<file path="config.mk">
export PLATFORM = sky130hd
export DESIGN_NAME = pr
export DESIGN_NICKNAME = d
export VERILOG_FILES = /design/src/common/pr_pkg.sv /design/src/r0/r0.sv /design/src/r0/r0_ctl.sv /design/src/verilog/nb_q_bs.sv /design/src/verilog/pr.sv /design/src/verilog/regs.sv
export SDC_FILE = /design/constraint.sdc
export NUM_CORES = 1
export LEC_CHECK = 0
export BUFFER_PORTS_ARGS = -buffer_cell sky130_fd_sc_hd__buf_2
export CAP_MARGIN = 15
export CORE_ASPECT_RATIO = 0.6
export CORE_MARGIN = 5
export CORE_UTILIZATION = 50
export CTS_BUF_LIST = sky130_fd_sc_hd__clkbuf_8
export DETAILED_ROUTE_END_ITERATION = 12
export PLACE_DENSITY_LB_ADDON = 0.12
export SLEW_MARGIN = 25
export SYNTH_ARGS = -nofsm -noshare
export SYNTH_HDL_FRONTEND = slang
export SYNTH_SLANG_ARGS = --single-unit
</file>
<file path="constraint.sdc">
create_clock -name clk_sys -period 1.5 [get_ports clk_sys]
set_clock_uncertainty 0.15 [all_clocks]
set_input_delay 0.075 -clock clk_sys [delete_from_list [all_inputs] [get_ports clk_sys]]
set_output_delay 0.075 -clock clk_sys [all_outputs]
set_load 0.005 [all_outputs]
</file>
<file path="src/common/pr_pkg.sv">
/*
	Shared types for the P-R register unit
	Word, flag, register address, NB and RS vectors plus R0 flag bit indices
*/

`default_nettype none

package pr_pkg;

	// Data word, bit 0 is the MSB as on the W and L buses
	typedef logic [0:15] word_t;

	// CPU flags held in R0 bits 0..8
	typedef logic [0:8] flags_t;

	// Register number, 0 is R0 and 1..7 are user registers
	typedef logic [2:0] reg_addr_t;

	// Memory block number (BAR)
	typedef logic [0:3] nb_t;

	// RS value routed to KI
	typedef logic [0:9] rs_t;

	// Flag positions inside flags_t
	localparam int F_Z = 0; // Zero
	localparam int F_M = 1; // Minus
	localparam int F_V = 2; // Overflow, sticky
	localparam int F_C = 3; // Carry
	localparam int F_L = 4; // Less
	localparam int F_E = 5; // Equal
	localparam int F_G = 6; // Greater
	localparam int F_Y = 7; // Extension Y
	localparam int F_X = 8; // Extension X, user writable

endpackage

`default_nettype wire

</file>
<file path="src/r0/r0.sv">
/*
	R0 register with ZMVCLEGYX flags and user bits 9..15
	ALU flag updates on strob1, W loads take priority
*/

`default_nettype none

module r0 (
	input  wire            clk_sys,
	input  wire            rst,
	input  wire            zer,     // Clear R0
	input  pr_pkg::word_t  w,
	input  wire            ld_all,  // Load bits 0..15
	input  wire            ld_low,  // Load bits 8..15
	input  wire            strob1,
	input  wire            ust_z,
	input  wire            ust_mc,
	input  wire            ust_v,
	input  wire            ust_leg,
	input  wire            ust_y,
	input  wire            ust_x,
	input  wire            zs,
	input  wire            s0,
	input  wire            carry,
	input  wire            ovf,
	input  wire            cmp_l,
	input  wire            cmp_g,
	input  wire            exy,
	input  wire            exx,
	output pr_pkg::flags_t flags,
	output logic [9:15]    ubits    // User part of R0
);

	import pr_pkg::*;

	always_ff @(posedge clk_sys) begin
		if (rst || zer) begin
			flags <= '0;
			ubits <= '0;
		end else begin
			if (strob1) begin
				if (ust_z) flags[F_Z] <= zs;
				if (ust_mc) begin
					flags[F_M] <= s0;    // Sign of result
					flags[F_C] <= carry;
				end
				if (ust_v && ovf) flags[F_V] <= 1'b1; // Sticky until written
				if (ust_leg) begin
					flags[F_L] <= cmp_l;
					flags[F_E] <= zs;
					flags[F_G] <= cmp_g;
				end
				if (ust_y) flags[F_Y] <= exy;
				if (ust_x) flags[F_X] <= exx;
			end
			// W loads come last so they override ALU updates per bit
			if (ld_all) begin
				flags[F_Z:F_Y] <= w[0:7];
			end
			if (ld_all || ld_low) begin
				flags[F_X] <= w[8];
				ubits      <= w[9:15];
			end
		end
	end

	// Full and partial loads come from mutually exclusive decode terms
	a_ld_excl: assert property (
		@(posedge clk_sys) disable iff (rst)
		!(ld_all && ld_low)
	) else $error("R0 full and partial load together");

endmodule

`default_nettype wire

</file>
<file path="src/r0/r0_ctl.sv">
/*
	R0 and user register control decode
	Load enables, read selects and L/G comparison results
*/

`default_nettype none

module r0_ctl (
	input  pr_pkg::reg_addr_t addr,
	input  wire               w_r,        // Register write cycle
	input  wire               reg_strobe, // strobe_a or strobe_b
	input  wire               strobe_a,
	input  wire               lpc,        // LPC instruction
	input  wire               wa,         // State WA
	input  wire               q,          // User mode
	input  wire               blr,        // Block register reads
	input  wire               aryt,       // Arithmetic compare
	input  wire               zs,
	input  wire               carry,
	input  wire               s_1,
	output logic              ld_all,     // Full R0 load
	output logic              ld_low,     // X and bits 9..15 only
	output logic              rd_r0,      // R0 onto L
	output logic              user_we,
	output logic              user_re,
	output logic              cmp_l,
	output logic              cmp_g
);

	logic is_r0;  // Address hits R0
	logic wr_reg; // Strobed register write
	logic wr_r0;
	logic lpc_ld; // LPC full load
	logic rd_ok;  // Reads allowed

	assign is_r0  = (addr == '0);
	assign wr_reg = w_r & reg_strobe;
	assign wr_r0  = wr_reg & is_r0;
	assign lpc_ld = lpc & wa & strobe_a;

	// System mode loads everything, user mode keeps the CPU flags
	assign ld_all = lpc_ld | (wr_r0 & ~q);
	assign ld_low = wr_r0 & q & ~lpc_ld; // LPC overrides mode rule

	assign user_we = wr_reg & ~is_r0;

	// No reads during writes or while registers are blocked
	assign rd_ok   = ~blr & ~w_r;
	assign rd_r0   = rd_ok & is_r0;
	assign user_re = rd_ok & ~is_r0;

	// Logical compare uses carry, arithmetic uses sign
	assign cmp_l = aryt ? s_1 : carry;
	assign cmp_g = aryt ? ~(zs | s_1) : ~(zs | carry);

endmodule

`default_nettype wire

</file>
<file path="src/verilog/nb_q_bs.sv">
/*
	NB, Q and BS system registers
	System bus drivers and CPU number logic
*/

`default_nettype none

module nb_q_bs #(
	parameter bit CPU_NUMBER = 1'b0 // Jumper selected CPU number
) (
	input  wire           clk_sys,
	input  wire           rst,
	input  wire           w_bar,   // W -> NB, Q, BS
	input  wire           strob1,
	input  wire           clm,     // Master clear
	input  wire           zer,     // Clears Q
	input  pr_pkg::word_t w,
	input  wire           bar_nb,  // Drive NB on system bus
	input  wire           q_nb,    // Drive Q on system bus
	input  wire           bp_nb,
	input  wire           pn_nb,
	input  wire           rpn,
	output pr_pkg::nb_t   nb,
	output logic          q,       // System flag
	output logic          bs,
	output pr_pkg::nb_t   dnb,
	output logic          dqb,
	output logic          dpn,
	output logic          zgpn
);

	logic ld_bar; // Strobed system register load

	assign ld_bar = w_bar & strob1;

	always_ff @(posedge clk_sys) begin
		if (rst || clm) begin
			nb <= '0;
			bs <= 1'b0;
		end else if (ld_bar) begin
			nb <= w[12:15];
			bs <= w[11];
		end
	end

	// zer already covers clm
	always_ff @(posedge clk_sys) begin
		if (rst || zer) q <= 1'b0;
		else if (ld_bar) q <= w[10];
	end

	assign dnb  = bar_nb ? nb : '0;
	assign dqb  = q_nb & q;
	assign dpn  = (bp_nb & (bs ^ CPU_NUMBER)) | (pn_nb & CPU_NUMBER);
	assign zgpn = rpn ^ CPU_NUMBER; // Request for this CPU

endmodule

`default_nettype wire

</file>
<file path="src/verilog/pr.sv">
/*
	P-R register unit top level
	Strobe selection, RB register, L bus composition and KI multiplexer
*/

`default_nettype none

module pr #(
	parameter bit CPU_NUMBER = 1'b0
) (
	input  wire               clk_sys,
	input  wire               rst,
	input  wire               blr,     // Block register reads
	input  wire               lpc,
	input  wire               wa,
	input  wire               as2,     // Strobe select
	input  wire               w_r,
	input  wire               strob1,
	input  wire               strob2,
	input  pr_pkg::word_t     w,       // W bus
	input  pr_pkg::reg_addr_t addr,
	input  wire               bar_nb,
	input  wire               w_rba,   // RB[10:15] load
	input  wire               w_rbb,   // RB[4:9] load
	input  wire               w_rbc,   // RB[0:3] load
	input  wire               rpn,
	input  wire               bp_nb,
	input  wire               pn_nb,
	input  wire               q_nb,
	input  wire               w_bar,
	input  wire               zer_fp,
	input  wire               clm,
	input  wire               aryt,
	input  wire               zs,
	input  wire               carry,
	input  wire               s_1,
	input  wire               s0,
	input  wire               ovf,
	input  wire               ust_z,
	input  wire               ust_mc,
	input  wire               ust_v,
	input  wire               ust_leg,
	input  wire               ust_y,
	input  wire               ust_x,
	input  wire               exy,
	input  wire               exx,
	input  wire               kia,
	input  wire               kib,
	input  pr_pkg::word_t     rz,
	input  pr_pkg::word_t     zp,
	input  pr_pkg::rs_t       rs,
	output pr_pkg::word_t     l,       // L bus
	output pr_pkg::word_t     ki,      // KI diagnostic bus
	output pr_pkg::flags_t    r0,
	output pr_pkg::nb_t       dnb,
	output logic              q,
	output logic              zgpn,
	output logic              dpn,
	output logic              dqb,
	output logic              zer
);

	import pr_pkg::*;

	logic        strobe_a;
	logic        strobe_b;
	logic        reg_strobe;
	logic        ld_all;
	logic        ld_low;
	logic        rd_r0;
	logic        user_we;
	logic        user_re;
	logic        cmp_l;
	logic        cmp_g;
	logic        bs;
	logic [9:15] ubits;
	nb_t         nb;
	word_t       user_rdata;
	word_t       rb;
	word_t       l_r0;    // R0 at native positions
	word_t       l_flags; // Flags shifted right by 8

	assign strobe_a   = strob1 & ~as2;
	assign strobe_b   = strob2 & as2;
	assign reg_strobe = strobe_a | strobe_b;
	assign zer        = clm | zer_fp;

	regs u_regs (
		.clk_sys(clk_sys), .rst(rst),
		.we(user_we), .re(user_re),
		.addr(addr), .w(w),
		.rdata(user_rdata)
	);

	r0_ctl u_r0_ctl (
		.addr(addr), .w_r(w_r),
		.reg_strobe(reg_strobe), .strobe_a(strobe_a),
		.lpc(lpc), .wa(wa), .q(q), .blr(blr),
		.aryt(aryt), .zs(zs), .carry(carry), .s_1(s_1),
		.ld_all(ld_all), .ld_low(ld_low), .rd_r0(rd_r0),
		.user_we(user_we), .user_re(user_re),
		.cmp_l(cmp_l), .cmp_g(cmp_g)
	);

	r0 u_r0 (
		.clk_sys(clk_sys), .rst(rst), .zer(zer), .w(w),
		.ld_all(ld_all), .ld_low(ld_low), .strob1(strob1),
		.ust_z(ust_z), .ust_mc(ust_mc), .ust_v(ust_v),
		.ust_leg(ust_leg), .ust_y(ust_y), .ust_x(ust_x),
		.zs(zs), .s0(s0), .carry(carry), .ovf(ovf),
		.cmp_l(cmp_l), .cmp_g(cmp_g), .exy(exy), .exx(exx),
		.flags(r0), .ubits(ubits)
	);

	nb_q_bs #(
		.CPU_NUMBER(CPU_NUMBER)
	) u_nb_q_bs (
		.clk_sys(clk_sys), .rst(rst),
		.w_bar(w_bar), .strob1(strob1), .clm(clm), .zer(zer), .w(w),
		.bar_nb(bar_nb), .q_nb(q_nb), .bp_nb(bp_nb), .pn_nb(pn_nb), .rpn(rpn),
		.nb(nb), .q(q), .bs(bs),
		.dnb(dnb), .dqb(dqb), .dpn(dpn), .zgpn(zgpn)
	);

	// RB parts all take the low bits of w[10:15]
	always_ff @(posedge clk_sys) begin
		if (rst) begin
			rb <= '0;
		end else begin
			if (w_rbc) rb[0:3]   <= w[12:15];
			if (w_rbb) rb[4:9]   <= w[10:15];
			if (w_rba) rb[10:15] <= w[10:15];
		end
	end

	assign l_r0    = rd_r0 ? {r0, ubits} : '0;
	assign l_flags = blr ? {8'h00, r0[F_Z:F_Y]} : '0; // Z..Y into bits 8..15

	// Idle L sources drive zero so a plain OR merges them
	assign l = user_rdata | l_r0 | l_flags;

	always_comb begin
		case ({kia, kib})
			2'b00:   ki = rz;
			2'b01:   ki = {rs, bs, q, nb}; // Status view
			2'b10:   ki = rb;
			default: ki = zp;
		endcase
	end

endmodule

`default_nettype wire

</file>
<file path="src/verilog/regs.sv">
/*
	User register file R1..R7
	Strobed write, addressed combinational read gated by re
*/

`default_nettype none

module regs (
	input  wire               clk_sys,
	input  wire               rst,
	input  wire               we,       // Write strobe, addr 1..7 only
	input  wire               re,       // Read enable onto L
	input  pr_pkg::reg_addr_t addr,
	input  pr_pkg::word_t     w,
	output pr_pkg::word_t     rdata
);

	import pr_pkg::*;

	word_t mem [1:7]; // R1..R7

	always_ff @(posedge clk_sys) begin
		if (rst) begin
			for (int i = 1; i <= 7; i++) begin
				mem[i] <= '0;
			end
		end else if (we && (addr != '0)) begin
			mem[addr] <= w; // Load at the strobe edge
		end
	end

	// Idle bus reads as zero so the L OR stays clean
	assign rdata = (re && (addr != '0)) ? mem[addr] : '0;

	// R0 writes must be steered to the R0 block by the control decode
	a_no_r0_write: assert property (
		@(posedge clk_sys) disable iff (rst)
		we |-> (addr != '0)
	) else $error("user register write with addr 0");

endmodule

`default_nettype wire
</file>
Word level (Yosys, flattened, before mapping):

Memories as Yosys holds them, arrays and structs flattened.
Index checks and enable logic that the tools add are counted.

* flip-flop bits (word level): 38
* bits in latches: 0
* bits in writable memories: 112
* memory bits (read-only): 0
* input port bits: 97
* output and inout port bits: 50
* word-level logic and storage cells: 96
* memories kept: 1

Memories
* u_regs.mem: words 7, width 16, rd ports 1, clocked after memory_dff 0, wr ports 7, line regs.sv:20 `word_t mem [1:7];`

* add/sub/neg operators: 0
* multipliers: 0
* divide/modulo/power cells: 0
* order comparisons: 0
* equal/unequal tests: 2
* shift operators: 0
* muxes and demuxes: 25
* bitwise logic cells: 31
* reductions and logical operators: 24

Operators with widths (count)
* $mux 16: 3
* $pmux 16 s3: 1
* $and 1x1->1: 16
* $mux 8: 2
* $or 16x16->16: 1
* $or 16x8->16: 1
* $reduce_bool 2->1: 8
* $reduce_or 16->1: 1
* $mux 1: 15
* $reduce_and 2->1: 6
* $mux 9: 1
* $not 1->1: 8
* $mux 3: 2
* $or 1x1->1: 5
* $mux 4: 1
* $logic_and 1x1->1: 3
* $logic_not 3->1: 1
* $logic_or 1x1->1: 3
* $reduce_bool 3->1: 1
* $eq 2x1->1 const B: 1
* $eq 2x2->1 const B: 1
* $logic_not 2->1: 1

Longest topological paths before layout:

* word-level depth: 11
* depth in mapped cells: 7
* gate-level depth less buffers: 4

Modules after synthesis:

Synthesis repeated with hierarchy kept, for this count alone.

* cell total of the unflattened synthesis: 618
* area total of the unflattened synthesis: 8162.8 um^2

Modules (own cells, without submodules)
* regs: instances 1, cells an instance 397, area each 5835.6 um^2, sequential area each 3813.7 um^2
* pr: instances 1, cells an instance 95, area each 1158.6 um^2, sequential area each 320.3 um^2
* r0: instances 1, cells an instance 80, area each 768.2 um^2, sequential area each 320.3 um^2
* nb_q_bs: instances 1, cells an instance 34, area each 321.6 um^2, sequential area each 120.1 um^2
* r0_ctl: instances 1, cells an instance 12, area each 78.8 um^2, sequential area each 0.0 um^2

Worst setup path after synthesis:

OpenSTA, ideal clock, no wires.

* path type: input -> register
* from: in strob1
* to: mem u_regs.mem[1][0] in the netlist's numbering, enable pin
* setup time: 334 ps
* arrival: 1142 ps
* required time: 1016 ps
* setup slack: -125 ps
* stages: 5
* buffers on the path: 1
* path through: buf_6 > mux2_4 > nand2_4 > nor4b_4 > or2_2

RTL lines
* from (decl): line pr.sv:18 `input wire strob1,`
* to (decl): line regs.sv:20

Worst setup path in the final report:

* from: mem u_regs.mem[2][4] in the netlist's numbering
* to: out l[4]

* longest elaborated chain between the ends: 4

Ends and longest elaborated chain
* $mem_v2 7x16
* $mux 16: line regs.sv:33 `assign rdata = (re && (addr != '0)) ? mem[addr] : '0;`
* $or 16x16->16: line pr.sv:140 `assign l = user_rdata | l_r0 | l_flags;`
* $or 16x8->16: line pr.sv:140
* to (decl): line pr.sv:52 `output pr_pkg::word_t l,`

Every way passes these cells.

==> key figures <==
Global routing
  • GRT Util Overall: 27.8%
  • Largest net degree at the start of global routing: 18
  • Initial antenna violation count: 1
  • Vias in the first global route: 6224
  • Total congestion overflow: 0
  • First-pass GRT wire length: 37000 um

Worst setup path
  • Data arrival, critical path: 1.84 ns
  • Top Family by Delay on Critical Path: compound AO/OA/AOI/OAI gates
  • Data required, critical path: 1.27 ns
  • R2r endpoint: u_r0.flags[6]
  • Buf/Inv on CP: 2
  • Crit. End Element: output pin
  • Worst reg-to-reg setup slack: 0.05 ns
  • Crit Path Max Fanout: 1
  • Critical-path top delay cell: edfxtp_1
  • CP Launch Type: flip-flop
  • R2R cell count: 3
  • CP Cell Sequence: mux2i_1, a211oi_1, a2111oi_1, buf_4, o21ai_2, buf_2
  • Worst r2r src: u_r0.flags[6]
  • Max incr delay on CP: 0.38 ns
  • Critical path class: flip-flop to output pin

Yosys
  • Syn Area/Cell: 12.1 um^2
  • Cell with the most instances after synthesis: and2_1
  • Mapped Nets: 719
  • #FFs+latches synth: 150
  • Largest area contributor in the netlist: edfxtp_1
  • Post-synth EDFFs: 112
  • Ys flop type: edfxtp_1
  • Yosys Warn Count: 0
  • Ranking of synthesized cells by area: edfxtp_1, dfxtp_1, and2_1
  • Sequential-to-total area share from yosys stat: 54.9%
  • Syn Inst Count: 622
  • Mapped Area: 0.00751 mm^2
  • Yosys cell types: 53
  • Post-synth top cells: and2_1, edfxtp_1, mux2i_1
  • Ys async rst share: 0%
  • Top cell type's share of synthesized area: 44.8%

Status
  • Status: finished, violations left
  • Failing checks: setup timing

Clock network
  • CTS clk-pin slew, worst paths: 0.09 ns
  • CTS Sinks: 150
  • Total CTS buffers: 17
  • CTS tree: done
  • Clock tree buffer depth: 2
  • Worst skew pair latency: 0.45 ns
  • H-tree depth: 4
  • Root buffer cell: clkbuf_8

Floorplanning
  • Core Box Area: 0.0146 mm^2
  • Io pins: 147
  • Rows: 34
  • Die extent in y: 105 um
  • Die width: 168 um
  • Die area: 0.0177 mm^2
  • Initial core utilization: 51.5%

Route
  • Via count: 6281
  • DR WL/cell: 23.0 um
  • Post-Route WL: 25000 um
  • Vias per Instance: 5.80
  • Drt pass-1 iters: 5
  • Final ANT Viol Nets: 0
  • DR iter-0 viols: 638
  • DRC violations left: 0

Timing
  • Worst Hold Margin: 0.00000226 ns
  • RSZ-0062 raised after global routing: true
  • # setup viols final: 32
  • Final Cycle Share: 138%
  • Final Critical Period: 2.07 ns
  • Max-slew headroom: 69.0%
  • Worst-margin pin slew: 0.465 ns
  • FMAX: 0.484 GHz
  • Hold Fails Final Rpt: 0
  • Final total negative setup slack: -7.21 ns
  • Min setup slack post-route: -0.566 ns
  • Pins Over Slew Limit: 0

Hold path
  • Hold Crit Start: rpn
  • Hold path depth: 0
  • Hold Crit Class: input pin to output pin
  • WHS Endpoint: zgpn

Placement
  • Place WS: -0.392 ns
  • GPL Wtd Cong: 0.928
  • Placed Cells: 1002
  • Dpl cell area: 0.00909 mm^2
  • Hpwl dp: 17900 um
  • # port buffers: 143

Run
  • Max cap viols: 0

Final layout
  • Final core utilization: 70.2%
  • Layout Nets: 969
  • Number of diodes: 0
  • Final Non-Filler Cells: 1083
  • Layout cells sized above 1: 41.9%
  • Post-route cell area: 0.0102 mm^2
  • Synth-to-Final Area Change: 36.4%
  • Filler cells: 1083

Pwr
  • PwrDens: 950 mW/mm^2
  • Final Total Pwr: 9.73 mW
  • Peak VDD IR: 567 uV
  • P_leak: 4.26 nW
report_power, final:
part,switching (mW),internal [mW]
Clock,1.59,1.85
Sequential,0.0907,4.66
Combinational,0.783,0.748
Total,2.47,7.26
how the worst max path moves through the flow:
stage	start	endpoint	cells past startpoint
finish	u_regs.mem[2][4]	l[4]	6
global route	u_regs.mem[2][4]	l[4]	6
CTS	u_regs.mem[2][4]	l[4]	6
detailed placement	addr[0]	u_r0.flags[7]	8
global placement	addr[1]	l[9]	9
floorplan	strob1	u_regs.mem[1][0]	5
worst reg2reg max path: stages (launching register included):
cell,delay (ns)
dfxtp_2,0.36
a31oi_1,0.04
dlygate4sd3_1,0.59
a211oi_1,0.23
area by class of cell:
type,instances,area [um^2],area share [%]
clock buffer,18,248,2.42
clock inverter,14,186,1.82
inverter,9,37.5,0.366
multi-input combinational,414,3340,32.6
sequential,150,4150,40.5
tap,198,248,2.42
timing repair buffer,280,2040,19.9
state kept, by name (all words and copies together), names as in the netlist:
name / flops
rb: 16
u_nb_q_bs.bs: 1
u_nb_q_bs.nb: 4
u_nb_q_bs.q: 1
u_r0.flags: 9
u_r0.ubits: 7
u_regs.mem: 112
timing repair:
action	in CTS	in global routing
pin swaps	30	9
endpoints found under the hold margin	141	0
buffers inserted	8	2
hold buffers	41	0
gates resized for setup	51	23
setup endpoints to repair	34	41
placed cells by master (no fill, tap or decap), types with 5 or more instances in the layout:
cell type	n
and2_1	118
o21ai_0	17
nor2_1	39
or2_4	7
buf_4	81
a211oi_1	9
inv_1	10
nand2_1	27
a221oi_2	9
mux4_2	20
nand3_1	9
dlygate4sd3_1	41
nor2b_1	5
dfxtp_2	16
buf_2	142
dfxtp_1	21
clkbuf_8	18
a21oi_1	17
edfxtp_1	112
mux2i_1	48
buf_12	15
metal layers:
metal  wire length [um]  up-vias  global-route usage, %  share of wire [%]
li1                   -     2790                      -                  -
met1              10800     3112                   40.7                 43
met2              10700      348                   39.8                 43
met3               3060       31                   9.40                 12
met4                328        0                   7.24                1.3
met5                  0        -                      0                  0
cells by family (layout without fill, tap and decap cells):
kind of cell           after synthesis  count (layout)  share of synthesized area, %
AND/OR/NAND/NOR                    239             239                          18.6
flip-flops                         150             150                          54.9
AO/OA/AOI/OAI                      100             100                          9.27
buffers and inverters               58             321                          3.81
multiplexers                        75              75                          13.4
No activity file was read; power rests on OpenSTA's default activity.
